[config.mk]
export PLATFORM = sky130hd
export DESIGN_NAME = program_counter
export DESIGN_NICKNAME = d
export VERILOG_FILES = /design/src/logic/cpu_pkg.sv /design/src/logic/program_counter.sv
export SDC_FILE = /design/constraint.sdc
export NUM_CORES = 1
export LEC_CHECK = 0
export BUFFER_PORTS_ARGS = -buffer_cell sky130_fd_sc_hd__buf_2
export CAP_MARGIN = 15
export CORE_AREA = 2 2 69 71
export DETAILED_ROUTE_END_ITERATION = 16
export DIE_AREA = 0 0 71 73
export GPL_TIMING_DRIVEN = 0
export PLACE_DENSITY_LB_ADDON = 0.2
export SLEW_MARGIN = 0
export SYNTH_ARGS = -nofsm -noshare
export SYNTH_HDL_FRONTEND = slang
export SYNTH_SLANG_ARGS = --single-unit
[constraint.sdc]
create_clock -name i_clock -period 3.7 [get_ports i_clock]
set_clock_uncertainty 0.2 [all_clocks]
set_input_delay 0 -clock i_clock [delete_from_list [all_inputs] [get_ports i_clock]]
set_output_delay 0 -clock i_clock [all_outputs]
set_load 0.005 [all_outputs]
[src/logic/cpu_pkg.sv]
package cpu_pkg;

	localparam int XLEN = 32;
	localparam int REG_ADDR_W = 5;
	localparam logic [REG_ADDR_W-1:0] LINK_REG = 5'd31; // jal return address register

	typedef logic [XLEN-1:0] word_t;

	// R-type field layout; I and J types reuse the low bits
	typedef struct packed {
		logic [5:0]            opcode;
		logic [REG_ADDR_W-1:0] rs;
		logic [REG_ADDR_W-1:0] rt;
		logic [REG_ADDR_W-1:0] rd;
		logic [4:0]            shamt;
		logic [5:0]            func;
	} instr_t;

	typedef enum logic [5:0] {
		OP_RTYPE = 6'd0,  OP_ADDI = 6'd1,  OP_SUBI = 6'd2,   OP_MULI = 6'd3,
		OP_DIVI  = 6'd4,  OP_MODI = 6'd5,  OP_ANDI = 6'd6,   OP_ORI  = 6'd7,
		OP_XORI  = 6'd8,  OP_NOT  = 6'd9,  OP_LANDI = 6'd10, OP_LORI = 6'd11,
		OP_SLLI  = 6'd12, OP_SRLI = 6'd13, OP_MOV  = 6'd14,  OP_LW   = 6'd15,
		OP_LI    = 6'd16, OP_LA   = 6'd17, OP_SW   = 6'd18,  OP_IN   = 6'd19,
		OP_OUT   = 6'd20, OP_JF   = 6'd21, OP_J    = 6'd22,  OP_JAL  = 6'd23,
		OP_HALT  = 6'd24
	} opcode_e;

	typedef enum logic [5:0] {
		FN_ADD = 6'd0,  FN_SUB = 6'd1,  FN_MUL = 6'd2,   FN_DIV = 6'd3,
		FN_MOD = 6'd4,  FN_AND = 6'd5,  FN_OR  = 6'd6,   FN_XOR = 6'd7,
		FN_LAND = 6'd8, FN_LOR = 6'd9,  FN_SLL = 6'd10,  FN_SRL = 6'd11,
		FN_EQ  = 6'd12, FN_NE  = 6'd13, FN_LT  = 6'd14,  FN_LET = 6'd15,
		FN_GT  = 6'd16, FN_GET = 6'd17, FN_JR  = 6'd18
	} funct_e;

	// Top bit marks the compare group
	typedef enum logic [4:0] {
		ALU_ADD  = 5'b00000, ALU_SUB  = 5'b00001, ALU_MUL = 5'b00010,
		ALU_DIV  = 5'b00011, ALU_MOD  = 5'b00100, ALU_SLL = 5'b00101,
		ALU_SRL  = 5'b00110, ALU_AND  = 5'b01000, ALU_OR  = 5'b01001,
		ALU_XOR  = 5'b01010, ALU_NOT  = 5'b01011, ALU_LAND = 5'b01100,
		ALU_LOR  = 5'b01101, ALU_PASS_B = 5'b01110, ALU_PASS_A = 5'b01111,
		ALU_EQ   = 5'b10000, ALU_NE   = 5'b10001, ALU_LT  = 5'b10010,
		ALU_LE   = 5'b10011, ALU_GT   = 5'b10100, ALU_GE  = 5'b10101
	} alu_op_e;

	typedef enum logic [1:0] {
		PC_INC    = 2'd0,
		PC_BRANCH = 2'd1, // jf target from immediate
		PC_REG    = 2'd2, // jr
		PC_JUMP   = 2'd3  // j and jal
	} pc_src_e;

	typedef enum logic [1:0] {
		WB_ALU   = 2'd0,
		WB_MEM   = 2'd1,
		WB_INPUT = 2'd2,
		WB_LINK  = 2'd3
	} wb_sel_e;

	typedef struct packed {
		logic    reg_write;
		logic    mem_write;
		logic    alu_src_reg;  // B from rt, else immediate
		logic    dest_rt;
		logic    is_jal;
		logic    out_write;
		logic    halt;
		logic    input_wait;   // IN stalled on missing input
		pc_src_e pc_src;
		wb_sel_e wb_sel;
		alu_op_e alu_op;
	} ctrl_t;

	function automatic logic [15:0] get_imm(instr_t instr);
		return instr[15:0];
	endfunction

	function automatic logic [25:0] get_target(instr_t instr);
		return instr[25:0];
	endfunction

endpackage
[src/logic/program_counter.sv]
`timescale 1ns/1ps

module program_counter #(
	parameter int IMEM_DEPTH = 256
) (
	input  logic           i_clock,
	input  logic           i_rst_n,
	input  cpu_pkg::ctrl_t i_ctrl,
	input  cpu_pkg::word_t i_imm,     // jf target
	input  cpu_pkg::word_t i_target,  // j and jal target
	input  cpu_pkg::word_t i_reg,     // jr target
	output cpu_pkg::word_t o_pc,
	output cpu_pkg::word_t o_pc_next_seq
);
	import cpu_pkg::*;

	localparam word_t DEPTH = word_t'(IMEM_DEPTH);

	word_t pc;
	word_t pc_inc;
	word_t pc_target;

	assign pc_inc = (pc + 1) % DEPTH;

	always_comb begin
		case (i_ctrl.pc_src)
			PC_BRANCH: pc_target = i_imm % DEPTH;
			PC_REG:    pc_target = i_reg % DEPTH;
			PC_JUMP:   pc_target = i_target % DEPTH;
			default:   pc_target = pc_inc;
		endcase
	end

	always_ff @(posedge i_clock) begin
		if (!i_rst_n) begin
			pc <= '0;
		end else if (!(i_ctrl.halt || i_ctrl.input_wait)) begin
			pc <= pc_target;
		end
	end

	assign o_pc = pc;
	assign o_pc_next_seq = pc_inc; // Link value for jal

endmodule

# --- After elaboration in Yosys (flattened, before gate mapping) ---
# Cells that the tools add are included.
classes:
  n_addsub: 1
  eq_ne: 3
  mux: 1
  n_reduce_logical: 1
ops:
  columns: ["operator", "n"]
  rows:
  - ["8-bit case mux with 3 select lines", 1]
  - ["8-bit by 1-bit adder with 8-bit output, second input constant", 1]
  - ["2-bit == test, second input constant", 2]
  - ["2-bit by 1-bit == test with 1-bit output, second input constant", 1]
  - ["1-bit logical OR", 1]
totals:
  register_bits: 8
  input_bits: 115
  out_inout_bits: 64
  elab_cells: 7

# --- Logic depth before layout (Yosys ltp) ---
# Gate-level depths: netlist of the first run.
depth:
  depth_word: 2
  depth_mapped: 6
  ltp_nobuf: 5

# --- Worst setup path after synthesis of the first run ---
# No wires, ideal clock.
synth_path:
  path_kind: "register to register"
  from: "reg pc[0] (netlist: o_pc[0])"
  to: "reg pc[2] (netlist: o_pc[2])"
  setup_ps: 113
  arrival_ps: 1295
  required_ps: 3387
  setup_slack_ps: 2092
  path_stages_with_launch: 6
  n_path_buf: 0
  synth_period_minus_slack_ps: 1608
  cell_sequence: "dfxtp_1 ha_1 nor2b_1 mux4_2 nand3_1 nand2_1"
synth_between:
  elab_chain_len: 2
synth_lines:
  columns: ["item", "line", "text"]
  rows:
  - ["start, declared", "program_counter.sv:19", "word_t pc;"]
  - ["start signal, assigned", "program_counter.sv:38", "pc <= pc_target;"]
  - ["8-bit by 1-bit adder with 8-bit output", "program_counter.sv:23", "assign pc_inc = (pc + 1) % DEPTH;"]
  - ["8-bit case mux with 3 select lines", "program_counter.sv:26", "case (i_ctrl.pc_src)"]
# Every way passes these cells.
# A chain may end at the register's enable or synchronous reset.

# --- Final worst setup path of the first run ---
layout_path:
  from: "reg pc[0] (netlist: o_pc[0])"
  to: "reg pc[6] (netlist: o_pc[6])"
# The elaborated chain is that of the path after synthesis.

==> impl_metrics.ini, run 1 <==
[route]
vias = 1097
detail-route-antenna-nets = 0
first_iter_violations = 25
drcViolationCount = 0
routed_wl_mm = 2.95
route.detailed.vias_per_inst = 3.72
routedWlPerCell_um = 10.0
first_pass_iters = 4

[worst_setup_path]
worst_setup_path_end_kind = flip-flop
criticalPathCategory = reg -> reg
critical_path.most_common_cell = and3_1
critical_path.cell_chain = ha_1 > and3_1 > and3_1 > mux2i_1 > a21oi_1 > dlygate4sd3_1
arrival_ns = 2.23
cp-start-kind = flip-flop
crit_path_max_incr_delay_ns = 0.56
required_ns = 3.61
timing.critical_path.slowest_stage_cell = dlygate4sd3_1
timing.critical_path.fanout_max = 7

[pwr]
p_comb_share_pct = 39.5
pwr_density_cell_nw_per_um2 = 199
cell_internal_pwr_mw = 0.242
pwr-share-seq_pct = 29.0
ir_worst_vdd_mv = 0.0781
power_switching_share_pct = 28.7
total_switching_power_mw = 0.0976
p_leak_nw = 0.985
p_clk_share_pct = 31.5

[clock_network]
cts_resized = 0
post_cts_buffers = 0
clock_path_buffers = 2
cts_inserted_buffers = 3
clock_insertion_delay_worst_skew_ns = 0.23
cts-root-buf = clkbuf_8
clk_transition_reported_paths_ns = 0.05
cts_sinks = 8
cts.htree.levels = 1
tritoncts_clock_tree = built

[min_path]
timing.hold.worst.class = in -> reg

[finish]
total_inserted_antenna_cells = 0
largest_reg_flops = 8
num-nets-final = 359
fin_util_pct = 37.6
layout_common_cells = buf_4, conb_1, buf_2
postLayoutCellArea_sq_um = 1710
final_cells = 295
area_delta_synth_final_pct = 55.1
share_of_layout_cells_above_drive_strength_1_pct = 44.4

[place]
dp.final_hpwl_mm = 2.39
placedInstanceArea_sq_um = 1560
global_placement_routability_congestion = 0.752
io_buffers = 44
post_placement_cell_count = 282

[sta]
whs_ns = 0.00301
grt_setup_unrepaired = false
setup-violations-final = 0
setup_tns_ns = 0
hold_violations = 0
post-route-min-period_ns = 2.32
timing.final.crit_share_pct = 62.8
slew_viol_final = 0
max_freq_mhz = 430

[synth]
synth_ff_type = dfxtp_1
yosysWarnings = 0
ys_seq_area_share_pct = 14.6
synth-edff-count = 0
netlist_area_sq_um = 1100
async_set_or_reset_register_ratio_after_synthesis_pct = 0
syn_area_per_cell_sq_um = 8.03
postSynthRegisterBits = 8
number_of_library_cell_types_mapped_by_synthesis = 35
netlist_instances = 137

[global_routing]
global_route.usage.total_pct = 11.2
total_congestion_overflow_after_global_routing = 0
antenna_found_initial = 0
maximum_number_of_pins_on_one_net_before_global_route_repair = 11
first_global_vias = 983
grt_first_pass_wirelength_mm = 4.53

[floorplanning]
floorplan.die.height_um = 73
initial_core_util_pct = 24.2
rows = 25
core-area_sq_um = 4540
floorplan.io_pins = 179
die_width_um = 71
die_area_sq_um = 5180

[run_status]
run_status = finished clean

[job]
max_cap_violations = 0
Yosys cell counts, types with 2 or more instances:
library cell	number	area, sq um
or2_2	2	12.5
dfxtp_1	8	160
nor3_1	4	20.0
inv_1	3	11.3
mux2_4	2	30.0
a22oi_1	2	15.0
xor2_1	2	17.5
nand3_1	4	20.0
mux4_2	2	45.0
buf_4	48	360
o31ai_1	2	15.0
buf_2	3	15.0
buf_6	2	22.5
o21ai_0	6	30.0
xnor2_1	4	35.0
mux2i_1	5	50.1
nand2_1	4	15.0
nor2b_1	6	37.5
nor2_1	3	11.3
and3_1	4	25.0
a21oi_1	7	35.0
per-layer routing:
metal	global-route usage [%]	vias to the layer above	wire length [um]	share of wire, %
met2	18.0	75	1200	41
met4	5.03	0	31	1.0
li1	-	586	-	-
met1	14.2	434	1310	44
met3	2.90	2	404	14
met5	0	-	0	0
stage by stage:
step                power, mW  worst slack (ns)
global route            0.366              1.25
CTS                     0.342              1.37
floorplan               0.188              2.09
finish                  0.340              1.38
detailed placement      0.224              1.94
global placement        0.223              1.95
power by group through the flow:
stage / clock network (mW) / logic (mW) / registers, mW
6_report: 0.107 / 0.134 / 0.0984
5_1_grt: 0.118 / 0.149 / 0.0994
4_1_cts: 0.111 / 0.133 / 0.0986
3_5_place_dp: 0 / 0.124 / 0.100
3_3_place_gp: 0 / 0.123 / 0.0997
2_1_floorplan: 0 / 0.0888 / 0.0990
timing repair:
item / CTS / global route
endpoints found under the setup margin: 0 / 0
hold buffers: 10 / 0
hold endpoints to repair: 8 / 0
worst max-delay path, delay by kind of cell, from the launching register on:
| family | cells | cell delay [ns] |
|---|---|---|
| simple gates | 2 | 0.41 |
| compound gates | 1 | 0.08 |
| flops | 1 | 0.45 |
| fa+ha+maj | 1 | 0.30 |
| buf+inv | 1 | 0.56 |
| mux | 1 | 0.21 |
cell type report:
class                      instances  area (sq um)
sequential                         8           160
multi-input combinational        119           703
fill                             489          2830
clock buffer                       3          41.3
timing repair buffer              54           320
buffer                            54           402
inverter                           3          11.3
tap                               54          67.6
path summary, 6_finish.rpt:
check                           startpoint  endpoint  slack [ns]  depth (start not counted)
worst max-delay path               o_pc[0]   o_pc[6]        1.38                          6
worst min register to register     o_pc[1]   o_pc[1]        0.33                          2
worst min-delay path             i_ctrl[9]   o_pc[0]       0.003                          4
worst max register to register     o_pc[0]   o_pc[6]        1.38                          6
kinds of logic after synthesis:
family                     count (synthesis)  share of synthesized area, %
xor gates and xnor gates                   6                          4.78
other                                      1                         0.341
DFF                                        8                          14.6
adders and majority gates                  1                          1.14
and+or+nand+nor                           30                          14.9
AOI/OAI and AO/OA                         25                          15.4
muxes                                      9                          11.4
buffers and inverters                     57                          37.5
Power figures use the tool's default switching activity.
==> inputs of run 2 (changes only) <==
--- a/config.mk
+++ b/config.mk
@@ -7,9 +7,10 @@
 export LEC_CHECK = 0
 export BUFFER_PORTS_ARGS = -buffer_cell sky130_fd_sc_hd__buf_2
 export CAP_MARGIN = 15
-export CORE_AREA = 2 2 69 71
+export CORE_ASPECT_RATIO = 0.75
+export CORE_MARGIN = 2
+export CORE_UTILIZATION = 28
 export DETAILED_ROUTE_END_ITERATION = 16
-export DIE_AREA = 0 0 71 73
 export GPL_TIMING_DRIVEN = 0
 export PLACE_DENSITY_LB_ADDON = 0.2
 export SLEW_MARGIN = 0
==> constraint.sdc (replaced) <==
create_clock -name i_clock -period 2.2 [get_ports i_clock]
set_clock_uncertainty 0.2 [all_clocks]
set_input_delay 0 -clock i_clock [delete_from_list [all_inputs] [get_ports i_clock]]
set_output_delay 0 -clock i_clock [all_outputs]
set_load 0.005 [all_outputs]
==> run 2 against run 1 <==
  * The flow now finishes with violations (negative hold slack)
  * Register-to-register slack got worse by 1.2 ns
  * Sequential power increased by 69%
  * Cell count decreased by 1.0%
  * Fmax increased by 15%
  * Sequential cell count unchanged
  * Global-route usage increased by 2.1 points
  * Utilization increased by 8.2 points
  * Critical endpoint is now o_pc[7]
  * Highest routed layer is now met3
==> impl_metrics.ini, run 2 (synthesized netlist as in run 1, its figures left out) <==
[finish]
postLayoutCellArea_sq_um = 1700
num-nets-final = 358
largest_reg_flops = 8
share_of_layout_cells_above_drive_strength_1_pct = 45.0
layout_common_cells = buf_4, conb_1, buf_2
total_inserted_antenna_cells = 0
filler_cell_count = 387
area_delta_synth_final_pct = 54.4

[clock_network]
tritoncts_clock_tree = built
post_cts_buffers = 0
clock_insertion_delay_worst_skew_ns = 0.23
clk_transition_reported_paths_ns = 0.04
clock_path_buffers = 2
cts_inserted_buffers = 3
cts.htree.levels = 1
cts_sinks = 8
cts-root-buf = clkbuf_8

[pwr]
pwr_density_cell_nw_per_um2 = 336
total_switching_power_mw = 0.164
fin_total_pwr_mw = 0.570
ir_worst_vdd_mv = 0.210
p_leak_nw = 0.981
p_clk_share_pct = 31.4
p_comb_share_pct = 39.4
power_switching_share_pct = 28.8
cell_internal_pwr_mw = 0.406
pwr-share-seq_pct = 29.2

[run_status]
run_status = complete, but fails checks
violations_in_the_final_reports = negative hold slack

[global_routing]
globalRouteMet2Util_pct = 21.6
maximum_number_of_pins_on_one_net_before_global_route_repair = 11
first_global_vias = 1013
grt.met1_usage_pct = 17.5
total_congestion_overflow_after_global_routing = 0
busiest_layer = met2
global_route.usage.total_pct = 13.4
grt_first_pass_wirelength_mm = 4.71
globalRouteMet3Util_pct = 5.61
antenna_found_initial = 0

[place]
dp.final_hpwl_mm = 2.35
placedInstanceArea_sq_um = 1560
global_placement_routability_congestion = 0.805
io_buffers = 44
place_ws_ns = 0.451

[worst_setup_path]
arrival_ns = 1.99
regToRegEndpoint = o_pc[7]
criticalPathCategory = reg -> reg
required_ns = 2.17
cp-start-kind = flip-flop
timing.critical_path.fanout_max = 8
worst_setup_path_end_kind = flip-flop
reg_to_reg_setup_timing_slack_ns = 0.18
timing.reg2reg.worst_path_depth = 5
worst_r2r_start = o_pc[2]

[route]
first_pass_iters = 5
vias = 1107
route.detailed.vias_per_inst = 3.79
drcViolationCount = 0
detail-route-antenna-nets = 0
first_iter_violations = 42
routed_wl_mm = 2.93
routedWlPerCell_um = 10.0

[floorplanning]
rows = 19
initial_core_util_pct = 29.7
die_width_um = 76.4
floorplan.io_pins = 179
floorplan.die.height_um = 58.3
die_area_sq_um = 4450
core-area_sq_um = 3710

[sta]
whs_ns = -0.00502
slew_viol_final = 0
max_freq_mhz = 495
layout_setup_ws_ns = 0.179
setup_tns_ns = 0
setup-violations-final = 0
timing.final.crit_share_pct = 91.8
post-route-min-period_ns = 2.02
grt_setup_unrepaired = false
hold_violations = 1

[min_path]
hold_end = o_pc[3]
holdPathStages = 5
timing.hold.worst.start = i_imm[3]
timing.hold.worst.class = in -> reg

[job]
max_cap_violations = 0
[run 2: cell types whose count changed in the layout (fill, tap and decap cells not counted)]
cell           previous run  this run
nand3_2                   0         1
dlygate4sd3_1            10         9
nand3_1                   4         3
[run 2: power by group through the flow]
| stage | logic (mW) | registers, mW | clock network, mW |
|---|---|---|---|
| after floorplan | 0.149 | 0.166 | 0 |
| final | 0.225 | 0.166 | 0.179 |
| after global placement | 0.205 | 0.168 | 0 |
| after CTS | 0.220 | 0.166 | 0.178 |
| after global routing | 0.250 | 0.168 | 0.190 |
| after detailed placement | 0.206 | 0.168 | 0 |
[run 2: layout make-up]
| class | instances | area (sq um) | share of cell area, % |
|---|---|---|---|
| multi-input cells | 119 | 708 | 41.7 |
| plain buffers | 54 | 402 | 23.7 |
| repair buffers | 53 | 310 | 18.3 |
| flip-flops and latches | 8 | 160 | 9.43 |
| well taps | 52 | 65.1 | 3.83 |
| clock buffers | 3 | 41.3 | 2.43 |
| inverters | 3 | 11.3 | 0.663 |
[run 2: worst max path at each step]
stage / start / endpoint / slack, ns / cells past startpoint
CTS: o_pc[2] / o_pc[7] / 0.13 / 5
global placement: o_pc[0] / o_pc[6] / 0.45 / 5
finish: o_pc[2] / o_pc[7] / 0.18 / 5
floorplan: o_pc[0] / o_pc[2] / 0.59 / 5
global route: o_pc[2] / o_pc[7] / 0.07 / 5
detailed placement: o_pc[0] / o_pc[6] / 0.45 / 5
[run 2: critical path: stages (launching register included)]
cell and delay (ns):
dfxtp_1 0.47, nand3_2 0.17, or2_1 0.30, a21oi_1 0.16, o211a_1 0.14, dlygate4sd3_1 0.53
[run 2: per-layer routing]
metal | share of wire [%] | vias up
met5 | 0 | -
met4 | 0 | 0
met3 | 13 | 0
met2 | 41 | 71
met1 | 46 | 452
li1 | - | 584
[run 2: through the flow]
stage	std cells	util, %
final	292	45.8
after global routing	292	45.8
after CTS	292	45.6
after detailed placement	280	42.1
after global placement	280	42.1
after floorplan	184	-
[run 2: timing repair]
item	CTS	global route
endpoints found under the setup margin	0	1
hold endpoints to repair	8	0
gates resized for setup	0	1
hold buffers	9	0
