[src/logic/cpu_pkg.sv]
package cpu_pkg;

	localparam int XLEN = 32;
	localparam int REG_ADDR_W = 5;
	localparam logic [REG_ADDR_W-1:0] LINK_REG = 5'd31; // jal return address register

	typedef logic [XLEN-1:0] word_t;

	// R-type field layout; I and J types reuse the low bits
	typedef struct packed {
		logic [5:0]            opcode;
		logic [REG_ADDR_W-1:0] rs;
		logic [REG_ADDR_W-1:0] rt;
		logic [REG_ADDR_W-1:0] rd;
		logic [4:0]            shamt;
		logic [5:0]            func;
	} instr_t;

	typedef enum logic [5:0] {
		OP_RTYPE = 6'd0,  OP_ADDI = 6'd1,  OP_SUBI = 6'd2,   OP_MULI = 6'd3,
		OP_DIVI  = 6'd4,  OP_MODI = 6'd5,  OP_ANDI = 6'd6,   OP_ORI  = 6'd7,
		OP_XORI  = 6'd8,  OP_NOT  = 6'd9,  OP_LANDI = 6'd10, OP_LORI = 6'd11,
		OP_SLLI  = 6'd12, OP_SRLI = 6'd13, OP_MOV  = 6'd14,  OP_LW   = 6'd15,
		OP_LI    = 6'd16, OP_LA   = 6'd17, OP_SW   = 6'd18,  OP_IN   = 6'd19,
		OP_OUT   = 6'd20, OP_JF   = 6'd21, OP_J    = 6'd22,  OP_JAL  = 6'd23,
		OP_HALT  = 6'd24
	} opcode_e;

	typedef enum logic [5:0] {
		FN_ADD = 6'd0,  FN_SUB = 6'd1,  FN_MUL = 6'd2,   FN_DIV = 6'd3,
		FN_MOD = 6'd4,  FN_AND = 6'd5,  FN_OR  = 6'd6,   FN_XOR = 6'd7,
		FN_LAND = 6'd8, FN_LOR = 6'd9,  FN_SLL = 6'd10,  FN_SRL = 6'd11,
		FN_EQ  = 6'd12, FN_NE  = 6'd13, FN_LT  = 6'd14,  FN_LET = 6'd15,
		FN_GT  = 6'd16, FN_GET = 6'd17, FN_JR  = 6'd18
	} funct_e;

	// Top bit marks the compare group
	typedef enum logic [4:0] {
		ALU_ADD  = 5'b00000, ALU_SUB  = 5'b00001, ALU_MUL = 5'b00010,
		ALU_DIV  = 5'b00011, ALU_MOD  = 5'b00100, ALU_SLL = 5'b00101,
		ALU_SRL  = 5'b00110, ALU_AND  = 5'b01000, ALU_OR  = 5'b01001,
		ALU_XOR  = 5'b01010, ALU_NOT  = 5'b01011, ALU_LAND = 5'b01100,
		ALU_LOR  = 5'b01101, ALU_PASS_B = 5'b01110, ALU_PASS_A = 5'b01111,
		ALU_EQ   = 5'b10000, ALU_NE   = 5'b10001, ALU_LT  = 5'b10010,
		ALU_LE   = 5'b10011, ALU_GT   = 5'b10100, ALU_GE  = 5'b10101
	} alu_op_e;

	typedef enum logic [1:0] {
		PC_INC    = 2'd0,
		PC_BRANCH = 2'd1, // jf target from immediate
		PC_REG    = 2'd2, // jr
		PC_JUMP   = 2'd3  // j and jal
	} pc_src_e;

	typedef enum logic [1:0] {
		WB_ALU   = 2'd0,
		WB_MEM   = 2'd1,
		WB_INPUT = 2'd2,
		WB_LINK  = 2'd3
	} wb_sel_e;

	typedef struct packed {
		logic    reg_write;
		logic    mem_write;
		logic    alu_src_reg;  // B from rt, else immediate
		logic    dest_rt;
		logic    is_jal;
		logic    out_write;
		logic    halt;
		logic    input_wait;   // IN stalled on missing input
		pc_src_e pc_src;
		wb_sel_e wb_sel;
		alu_op_e alu_op;
	} ctrl_t;

	function automatic logic [15:0] get_imm(instr_t instr);
		return instr[15:0];
	endfunction

	function automatic logic [25:0] get_target(instr_t instr);
		return instr[25:0];
	endfunction

endpackage
[src/logic/control_unit.sv]
`timescale 1ns/1ps

module control_unit (
	input  cpu_pkg::instr_t i_instr,
	input  logic            i_is_false,    // Operand of jf was zero
	input  logic            i_input_valid, // Switch value present
	output cpu_pkg::ctrl_t  o_ctrl
);
	import cpu_pkg::*;

	opcode_e op;
	funct_e  fn;
	ctrl_t   ctrl;

	assign op = opcode_e'(i_instr.opcode);
	assign fn = funct_e'(i_instr.func);

	always_comb begin
		ctrl = '0;
		ctrl.pc_src = PC_INC;
		ctrl.wb_sel = WB_ALU;
		ctrl.alu_op = ALU_ADD;
		case (op)
			OP_RTYPE: begin
				ctrl.reg_write = 1'b1;
				ctrl.alu_src_reg = 1'b1;
				case (fn)
					FN_ADD:  ctrl.alu_op = ALU_ADD;
					FN_SUB:  ctrl.alu_op = ALU_SUB;
					FN_MUL:  ctrl.alu_op = ALU_MUL;
					FN_DIV:  ctrl.alu_op = ALU_DIV;
					FN_MOD:  ctrl.alu_op = ALU_MOD;
					FN_AND:  ctrl.alu_op = ALU_AND;
					FN_OR:   ctrl.alu_op = ALU_OR;
					FN_XOR:  ctrl.alu_op = ALU_XOR;
					FN_LAND: ctrl.alu_op = ALU_LAND;
					FN_LOR:  ctrl.alu_op = ALU_LOR;
					FN_SLL:  ctrl.alu_op = ALU_SLL;
					FN_SRL:  ctrl.alu_op = ALU_SRL;
					FN_EQ:   ctrl.alu_op = ALU_EQ;
					FN_NE:   ctrl.alu_op = ALU_NE;
					FN_LT:   ctrl.alu_op = ALU_LT;
					FN_LET:  ctrl.alu_op = ALU_LE;
					FN_GT:   ctrl.alu_op = ALU_GT;
					FN_GET:  ctrl.alu_op = ALU_GE;
					FN_JR: begin
						ctrl.reg_write = 1'b0;
						ctrl.alu_op = ALU_PASS_A;
						ctrl.pc_src = PC_REG;
					end
					default: ctrl.reg_write = 1'b0; // Unknown func behaves as nop
				endcase
			end
			OP_ADDI, OP_SUBI, OP_MULI, OP_DIVI, OP_MODI, OP_ANDI, OP_ORI,
			OP_XORI, OP_NOT, OP_LANDI, OP_LORI, OP_SLLI, OP_SRLI: begin
				ctrl.reg_write = 1'b1;
				ctrl.dest_rt = 1'b1;
				case (op)
					OP_ADDI:  ctrl.alu_op = ALU_ADD;
					OP_SUBI:  ctrl.alu_op = ALU_SUB;
					OP_MULI:  ctrl.alu_op = ALU_MUL;
					OP_DIVI:  ctrl.alu_op = ALU_DIV;
					OP_MODI:  ctrl.alu_op = ALU_MOD;
					OP_ANDI:  ctrl.alu_op = ALU_AND;
					OP_ORI:   ctrl.alu_op = ALU_OR;
					OP_XORI:  ctrl.alu_op = ALU_XOR;
					OP_NOT:   ctrl.alu_op = ALU_NOT;
					OP_LANDI: ctrl.alu_op = ALU_LAND;
					OP_LORI:  ctrl.alu_op = ALU_LOR;
					OP_SLLI:  ctrl.alu_op = ALU_SLL;
					default:  ctrl.alu_op = ALU_SRL;
				endcase
			end
			OP_MOV: begin // Copies rs into rt
				ctrl.reg_write = 1'b1;
				ctrl.dest_rt = 1'b1;
				ctrl.alu_src_reg = 1'b1;
				ctrl.alu_op = ALU_PASS_A;
			end
			OP_LW: begin
				ctrl.reg_write = 1'b1;
				ctrl.dest_rt = 1'b1;
				ctrl.wb_sel = WB_MEM;
			end
			OP_LI: begin
				ctrl.reg_write = 1'b1;
				ctrl.dest_rt = 1'b1;
				ctrl.alu_op = ALU_PASS_B;
			end
			OP_LA: begin // rs plus offset
				ctrl.reg_write = 1'b1;
				ctrl.dest_rt = 1'b1;
			end
			OP_SW: ctrl.mem_write = 1'b1;
			OP_IN: begin
				ctrl.dest_rt = 1'b1;
				ctrl.wb_sel = WB_INPUT;
				ctrl.reg_write = i_input_valid;
				ctrl.input_wait = ~i_input_valid; // Stall here until switches are ready
			end
			OP_OUT: begin
				ctrl.out_write = 1'b1;
				ctrl.alu_op = ALU_PASS_A;
			end
			OP_JF: begin
				ctrl.alu_op = ALU_PASS_A;
				ctrl.pc_src = i_is_false ? PC_BRANCH : PC_INC;
			end
			OP_J: ctrl.pc_src = PC_JUMP;
			OP_JAL: begin
				ctrl.reg_write = 1'b1;
				ctrl.is_jal = 1'b1;
				ctrl.wb_sel = WB_LINK;
				ctrl.pc_src = PC_JUMP;
			end
			OP_HALT: ctrl.halt = 1'b1;
			default: ctrl.reg_write = 1'b0;
		endcase
	end

	assign o_ctrl = ctrl;

endmodule

[config.mk]
export PLATFORM = sky130hd
export DESIGN_NAME = control_unit
export DESIGN_NICKNAME = d
export VERILOG_FILES = /design/src/logic/cpu_pkg.sv /design/src/logic/control_unit.sv
export SDC_FILE = /design/constraint.sdc
export NUM_CORES = 1
export LEC_CHECK = 0
export ABC_AREA = 1
export BUFFER_PORTS_ARGS = -buffer_cell sky130_fd_sc_hd__clkbuf_2
export CORE_MARGIN = 4
export CORE_UTILIZATION = 50
export DETAILED_ROUTE_END_ITERATION = 10
export PLACE_DENSITY = 0.91
export REMOVE_ABC_BUFFERS = 1
export SYNTH_ARGS = -nofsm -noshare
export SYNTH_HDL_FRONTEND = slang
export SYNTH_SLANG_ARGS = --single-unit
[constraint.sdc]
create_clock -name vclk -period 3.35
set_input_delay 0.335 -clock vclk [all_inputs]
set_output_delay 0.335 -clock vclk [all_outputs]
set_load 0.01 [all_outputs]
# Word level (Yosys, flattened, before mapping)
# Memory sizes are Yosys's and may differ from the RTL's.
# Cells that the tools add are included.
# word_totals
regBits	0
latchBits	0
ram_bits	0
romBits	64
in_bits	34
out_inout_bits	17
elab_cells	70
mem_count	1
# mem_list
name	words	width	read_ports	rd_clocked_by_memory_dff	write_ports	line	source
(no name shown)	16	4	1	0	0	control_unit.sv:58	case (op)
# op_classes
addsub	0
multipliers	0
div_mod_pow	0
order_cmp	0
eq_ne	42
shifts	0
mux	16
bitwise_logic	1
n_reduce_logical	10
# ops
op	count
equality test 6 x 4 -> 1 bit, second input constant	16
case mux 5 bit (18 select lines)	1
equality test 6 x 5 -> 1 bit, second input constant	12
OR reduction 18 bit	3
equality test 6 x 3 -> 1 bit, second input constant	8
equality test 6 x 2 -> 1 bit, second input constant	4
case mux 5 bit (4 select lines)	1
OR reduction 13 bit	1
equality test 6 x 1 -> 1 bit, second input constant	2
logical NOT 6 bit	2
case mux 2 bit (3 select lines)	2
two-way mux 1 bit	9
two-way mux 5 bit	1
OR reduction 2 bit	2
case mux 1 bit (3 select lines)	1
OR reduction 3 bit	1
logical NOT 2 bit	1
two-way mux 2 bit	1
NOT 1 bit	1

# Longest topological paths before layout
# Gate-level depths: netlist (run 1).
# logic_depth
depth_word	4
depth_mapped	10
mapped_depth_nobuf	10

# Least setup slack after synthesis (run 1)
# Ideal clock, no wire load.
# synth_path
path_type	input -> output
from	input port i_instr[26] (netlist name)
to	output port o_ctrl[16] (netlist name)
arrival_ns	1.327
required_ns	3.015
slack_ns	1.688
stages	10
n_path_buf	0
cell_sequence	inv_1 -> ha_1 -> nor2_1 -> nand2_1 -> nand3_1 -> nand3_2 -> nor2_4 -> nand2_1 -> nor2_1 -> nand2_1
# synth_lines
item	line	source
start: declaration	control_unit.sv:4	input cpu_pkg::instr_t i_instr,
end: declaration	control_unit.sv:7	output cpu_pkg::ctrl_t o_ctrl

==> results of run 1 <==
[worst max-delay path, cell delays in order]
cell and delay [ns]:
clkbuf_2 0.10, inv_1 0.07, ha_1 0.23, nor2_1 0.24
nand2_1 0.09, nand2_1 0.10, nand3_2 0.09, nor2_4 0.13
nor2_1 0.06, nor2_1 0.09, nand2_1 0.06, clkbuf_2 0.12
[through the flow]
stage,utilization,instances,cell area (um^2)
after CTS,0.6510,225,1003
after detailed placement,0.6510,225,1003
after global routing,0.6510,225,1003
final,0.6510,225,1003
after floorplan,-,178,828.3
after global placement,0.6510,225,1003
[kinds of logic after synthesis]
kind of cell / after synthesis
and+or+nand+nor: 122
buffers and inverters: 32
AOI/OAI and AO/OA: 20
adders and majority gates: 4
[cell usage in the layout, fill, tap and decap left out, types with 2 or more instances in the layout]
cell type | synthesis | routed
a21oi_1 | 7 | 7
o21ai_0 | 4 | 4
clkbuf_2 | 0 | 31
inv_2 | 10 | 10
ha_1 | 4 | 4
nor2_4 | 2 | 2
nand3_1 | 18 | 18
nand2_1 | 55 | 55
nor2_1 | 34 | 34
nor2_2 | 7 | 7
inv_1 | 21 | 21
o21ai_1 | 3 | 3
o22ai_1 | 2 | 2
nand2_2 | 2 | 2
o211ai_1 | 2 | 2
[where the power goes]
| part | switching (W) | internal [W] |
|---|---|---|
| logic | 0.0000649 | 0.0000339 |
| registers | 0 | 0 |
| clock network | 0 | 0 |
| total | 0.0000649 | 0.0000339 |
[path summary, 6_finish.rpt]
kind | cells after the start | slack, ns | endpoint | from
hold / removal | 3 | 0.91 | o_ctrl[9] | i_input_valid
setup / recovery | 12 | 1.28 | o_ctrl[3] | i_instr[26]
[final cells by class]
type | count | area, um^2 | area share
well taps | 16 | 20.02 | 0.01995
multi-input cells | 146 | 706.9 | 0.7045
repair buffers | 31 | 155.1 | 0.1546
inverters | 32 | 121.4 | 0.1209
[layer usage]
layer	routed length [um]	global-route usage	vias to the layer above
li1	-	-	621
met1	956	0.2491	486
met2	1044	0.3109	48
met3	221	0.02147	0
met4	0	0.004484	0
met5	0	0	-
==> run_results.csv, run 1 <==
group,metric,value,unit
synth,synthAdderAreaFrac,0.06042,
worst_setup_path,crit_arrival,1.73,ns
route,dr.pass1.iters,5,
synth,synth_most_common_cell,"nand2_1",
cells_and_area,seq_cell_count,0,
pwr,power_density,98.46,mW/mm^2
timing,min_period_over_period,0.6167,
route,drc_errors,0,
timing,setup-violations-final,0,
place,gp_congestion,0.9027,
synth,synth-compound-area-share,0.1344,
pwr,power,0.00009880,W
synth,syn_inst,178,
timing,worstMarginPinSlew,0.4619,ns
place,place.port_buffers,31,
worst_setup_path,path_class,"in -> out",
global_routing,antenna_found_initial,0,
synth,synthMuxAreaShare,0,
timing,hold_ws,0.9119,ns
timing,slew_headroom,0.6909,
timing,rsz0062_at_grt,"no",
floorplan,ioPinCount,51,
timing,layout_setup_ws,1.284,ns
pwr,p_leak,0.6641,nW
floorplan,initial_core_util,0.5373,
place,dp_slack,1.291,ns
synth,yosys.cell_types.count,21,
route,viasPerCell,5.133,
route,route.vias.total,1155,
cells_and_area,area_delta_synth_final,21.15,%
cells_and_area,final_nets,249,
hold_path,hp-class,"in -> out",
worst_setup_path,cp_max_fo,4,
synth,netlist_area,828.3,um^2
global_routing,grt_max_degree,11,
cells_and_area,ff_latch_area,0,um^2
synth,synth_area_leaders,"nand2_1 (25%), nor2_1 (15%), nand3_1 (11%)",
cells_and_area,drive_gt1_frac,0.2679,
timing,clock.fmax,0.4841,GHz
floorplan,die_area,0.002372,mm^2
route,wl_per_cell,9.876,um
global_routing,grt_pass1_wl,3781,um
cells_and_area,antenna_cells,0,
clocking,cts_resized,0,
floorplan,die_h,48.70,um
synth,synth_top_area_cell,"nand2_1",
global_routing,first_global_vias,943,
cells_and_area,clkbuf_count,0,
worst_setup_path,crit_path_end_kind,"output port",
floorplan,fp.dieW,48.70,um
global_routing,grt_usage,0.1797,
clocking,cts_setup_buffers,0,
route,drt_wl_total,2222,um
timing,post-route-min-period,2.066,ns
timing,setup_tns,0,ns
timing,drv_slew,0,
cells_and_area,fillCellCount,159,
synth,netlist.area_leader.share,0.2492,
route,drt-initial-drc-count,27,
timing,final_hold_viol_count,0,
synth,yosysSeqAreaShare,0,
worst_setup_path,setup.worst_path.start_class,"primary input",
route,antenna_left,0,
global_routing,grt_overflow,0,
outcome,status,"completed",
synth,synth_top_family_by_area,"simple AND/OR/NAND/NOR gates",
floorplan,coreArea,0.001541,mm^2
clocking,cts_hold_buf,0,
worst_setup_path,crit_required,3.01,ns
synth,synth-simple-area-share,0.6586,
place,dpl.hpwl,1916,um
flow_run,cap_violations,0,
floorplan,floorplan.rows,14,
pwr,vdd_drop_max,59.21,uV
synth,syn-mean-instance-area,4.653,um^2
synth,ys_warn_count,0,
synth,synth_common_cells,"nand2_1 (55), nor2_1 (34), inv_1 (21)",
synth,synth-xor-area-share,0,
No activity file was read; power rests on OpenSTA's default activity.
==> run 2, diff against run 1 <==
- CORE_UTILIZATION: 50 -> 42
- PLACE_DENSITY: 0.91 -> 0.82
- clock period: 3.35 -> 1.9 ns (I/O delays scaled with it)
==> run 2 against run 1 <==
Effect of this change:
- wire length rose by 5.2%
- combinational power rose by 80%
- cell count increased by 4.4%
- flip-flop and latch count stayed put
- sequential share of layout area stayed put
- worst setup slack got worse by 1.1 ns
- non-clock buffer count is 1 higher
- worst hold slack worse by 0.29 ns
- core utilization is 8.4 points lower
- count of clock-buffer cells in the layout stayed put
- final area rose by 1.9%
==> run_results.csv, run 2 (synthesized netlist as in run 1, its figures left out) <==
group,metric,value,unit
cells_and_area,antenna_cells,0,
timing,layout_setup_ws,0.1784,ns
hold_path,hp-class,"in -> out",
cells_and_area,seq_cell_count,0,
timing,worstMarginPinSlew,0.3987,ns
global_routing,grt_pass1_wl,3781,um
global_routing,first_global_vias,936,
floorplan,initial_core_util,0.4597,
cells_and_area,final_cell_mix,"nand2_1 (55), nor2_1 (34), clkbuf_2 (31)",
cells_and_area,finalNonFillerCells,235,
place,gp_congestion,0.8928,
timing,post-route-min-period,1.722,ns
route,route.vias.total,1166,
floorplan,die_h,52.41,um
pwr,vdd_drop_max,77.12,uV
route,wl_per_cell,9.945,um
route,antenna_left,0,
timing,slew_headroom,0.7332,
route,viasPerCell,4.962,
floorplan,fp.dieW,52.41,um
cells_and_area,final_nets,250,
place,dpl.hpwl,2028,um
global_routing,antenna_found_initial,0,
route,drc_errors,0,
route,dr.pass1.iters,4,
cells_and_area,final_common_cell,"nand2_1",
timing,clock.fmax,0.5809,GHz
place,place.port_buffers,31,
global_routing,grt_max_degree,11,
floorplan,ioPinCount,51,
timing,min_period_over_period,0.9061,
worst_setup_path,crit_path_end_kind,"output port",
pwr,power_density,174.3,mW/mm^2
cells_and_area,drive_gt1_frac,0.2762,
worst_setup_path,cp_max_fo,7,
timing,setup-violations-final,0,
cells_and_area,clkbuf_count,0,
pwr,p_leak,0.6684,nW
cells_and_area,ff_latch_area,0,um^2
flow_run,cap_violations,0,
route,drt_wl_total,2337,um
floorplan,coreArea,0.001802,mm^2
hold_path,hp-start,"i_input_valid",
hold_path,holdPathStages,3,
place,dp_slack,0.1590,ns
worst_setup_path,crit_arrival,1.53,ns
cells_and_area,fin_util,0.5674,
timing,rsz0062_at_grt,"no",
hold_path,holdPathEnd,"o_ctrl[9]",
worst_setup_path,path_class,"in -> out",
worst_setup_path,setup.worst_path.start_class,"primary input",
floorplan,die_area,0.002747,mm^2
worst_setup_path,crit_required,1.71,ns
outcome,status,"completed",
place,dp_cells,235,
floorplan,floorplan.rows,15,
route,drt-initial-drc-count,44,
timing,setup_tns,0,ns
timing,drv_slew,0,
cells_and_area,area_delta_synth_final,23.41,%
global_routing,grt_overflow,0,
global_routing,grt_usage,0.1690,
timing,final_hold_viol_count,0,
-- run 2: changes by cell type in the layout (fill, tap and decap cells not counted), sizes merged --
cell	previous run	this run
buf	0	1
-- run 2: how the worst max path moves through the flow --
stage                      startpoint    endpoint  slack, ns  cells past startpoint
after floorplan           i_instr[26]  o_ctrl[16]       0.53                     10
after global placement    i_instr[27]   o_ctrl[3]       0.17                     12
after detailed placement  i_instr[27]   o_ctrl[3]       0.16                     12
after CTS                 i_instr[27]  o_ctrl[16]       0.15                     12
after global routing      i_instr[26]   o_ctrl[3]       0.02                     12
final                     i_instr[27]   o_ctrl[8]       0.18                      8
-- run 2: cell type report --
| cell class | count | area (um^2) |
|---|---|---|
| Tap cell | 25 | 31.28 |
| Inverter | 32 | 121.4 |
| Timing Repair Buffer | 32 | 162.7 |
| Fill cell | 206 | 779.5 |
| Multi-Input combinational cell | 146 | 706.9 |
-- run 2: metrics by stage --
stage	area (um^2)	power (W)	hold slack, ns
floorplan	828.3	0.0001138	0.4275
global placement	1022	0.0001744	0.6167
detailed placement	1022	0.0001762	0.6224
CTS	1022	0.0001768	0.6229
global route	1022	0.0002005	0.6477
finish	1022	0.0001781	0.6205
-- run 2: layer usage --
| layer | global-route usage | part of all wire | up-vias |
|---|---|---|---|
| met1 | 0.2568 | 0.48 | 505 |
| li1 | - | - | 622 |
| met3 | 0.005698 | 0.068 | 0 |
| met4 | 0.008511 | 0 | 0 |
| met5 | 0 | 0 | - |
| met2 | 0.2727 | 0.45 | 39 |
-- run 2: worst max-delay path: stages --
cell	delay (ns)
clkbuf_2	0.12
inv_1	0.11
ha_1	0.33
inv_2	0.11
nor3_4	0.33
inv_2	0.06
o22ai_1	0.12
clkbuf_2	0.16
-- run 2: report_power, final --
part           total [W]  internal (W)  switching (W)
combinational   0.000178     0.0000622       0.000116
clock                  0             0              0
sequential             0             0              0
total           0.000178     0.0000622       0.000116
-- run 2: timing repair --
action                                  in CTS  in global routing
resized for setup                            0                  1
buffers inserted                             0                  0
endpoints found under the setup margin       0                  1
hold buffers                                 0                  0
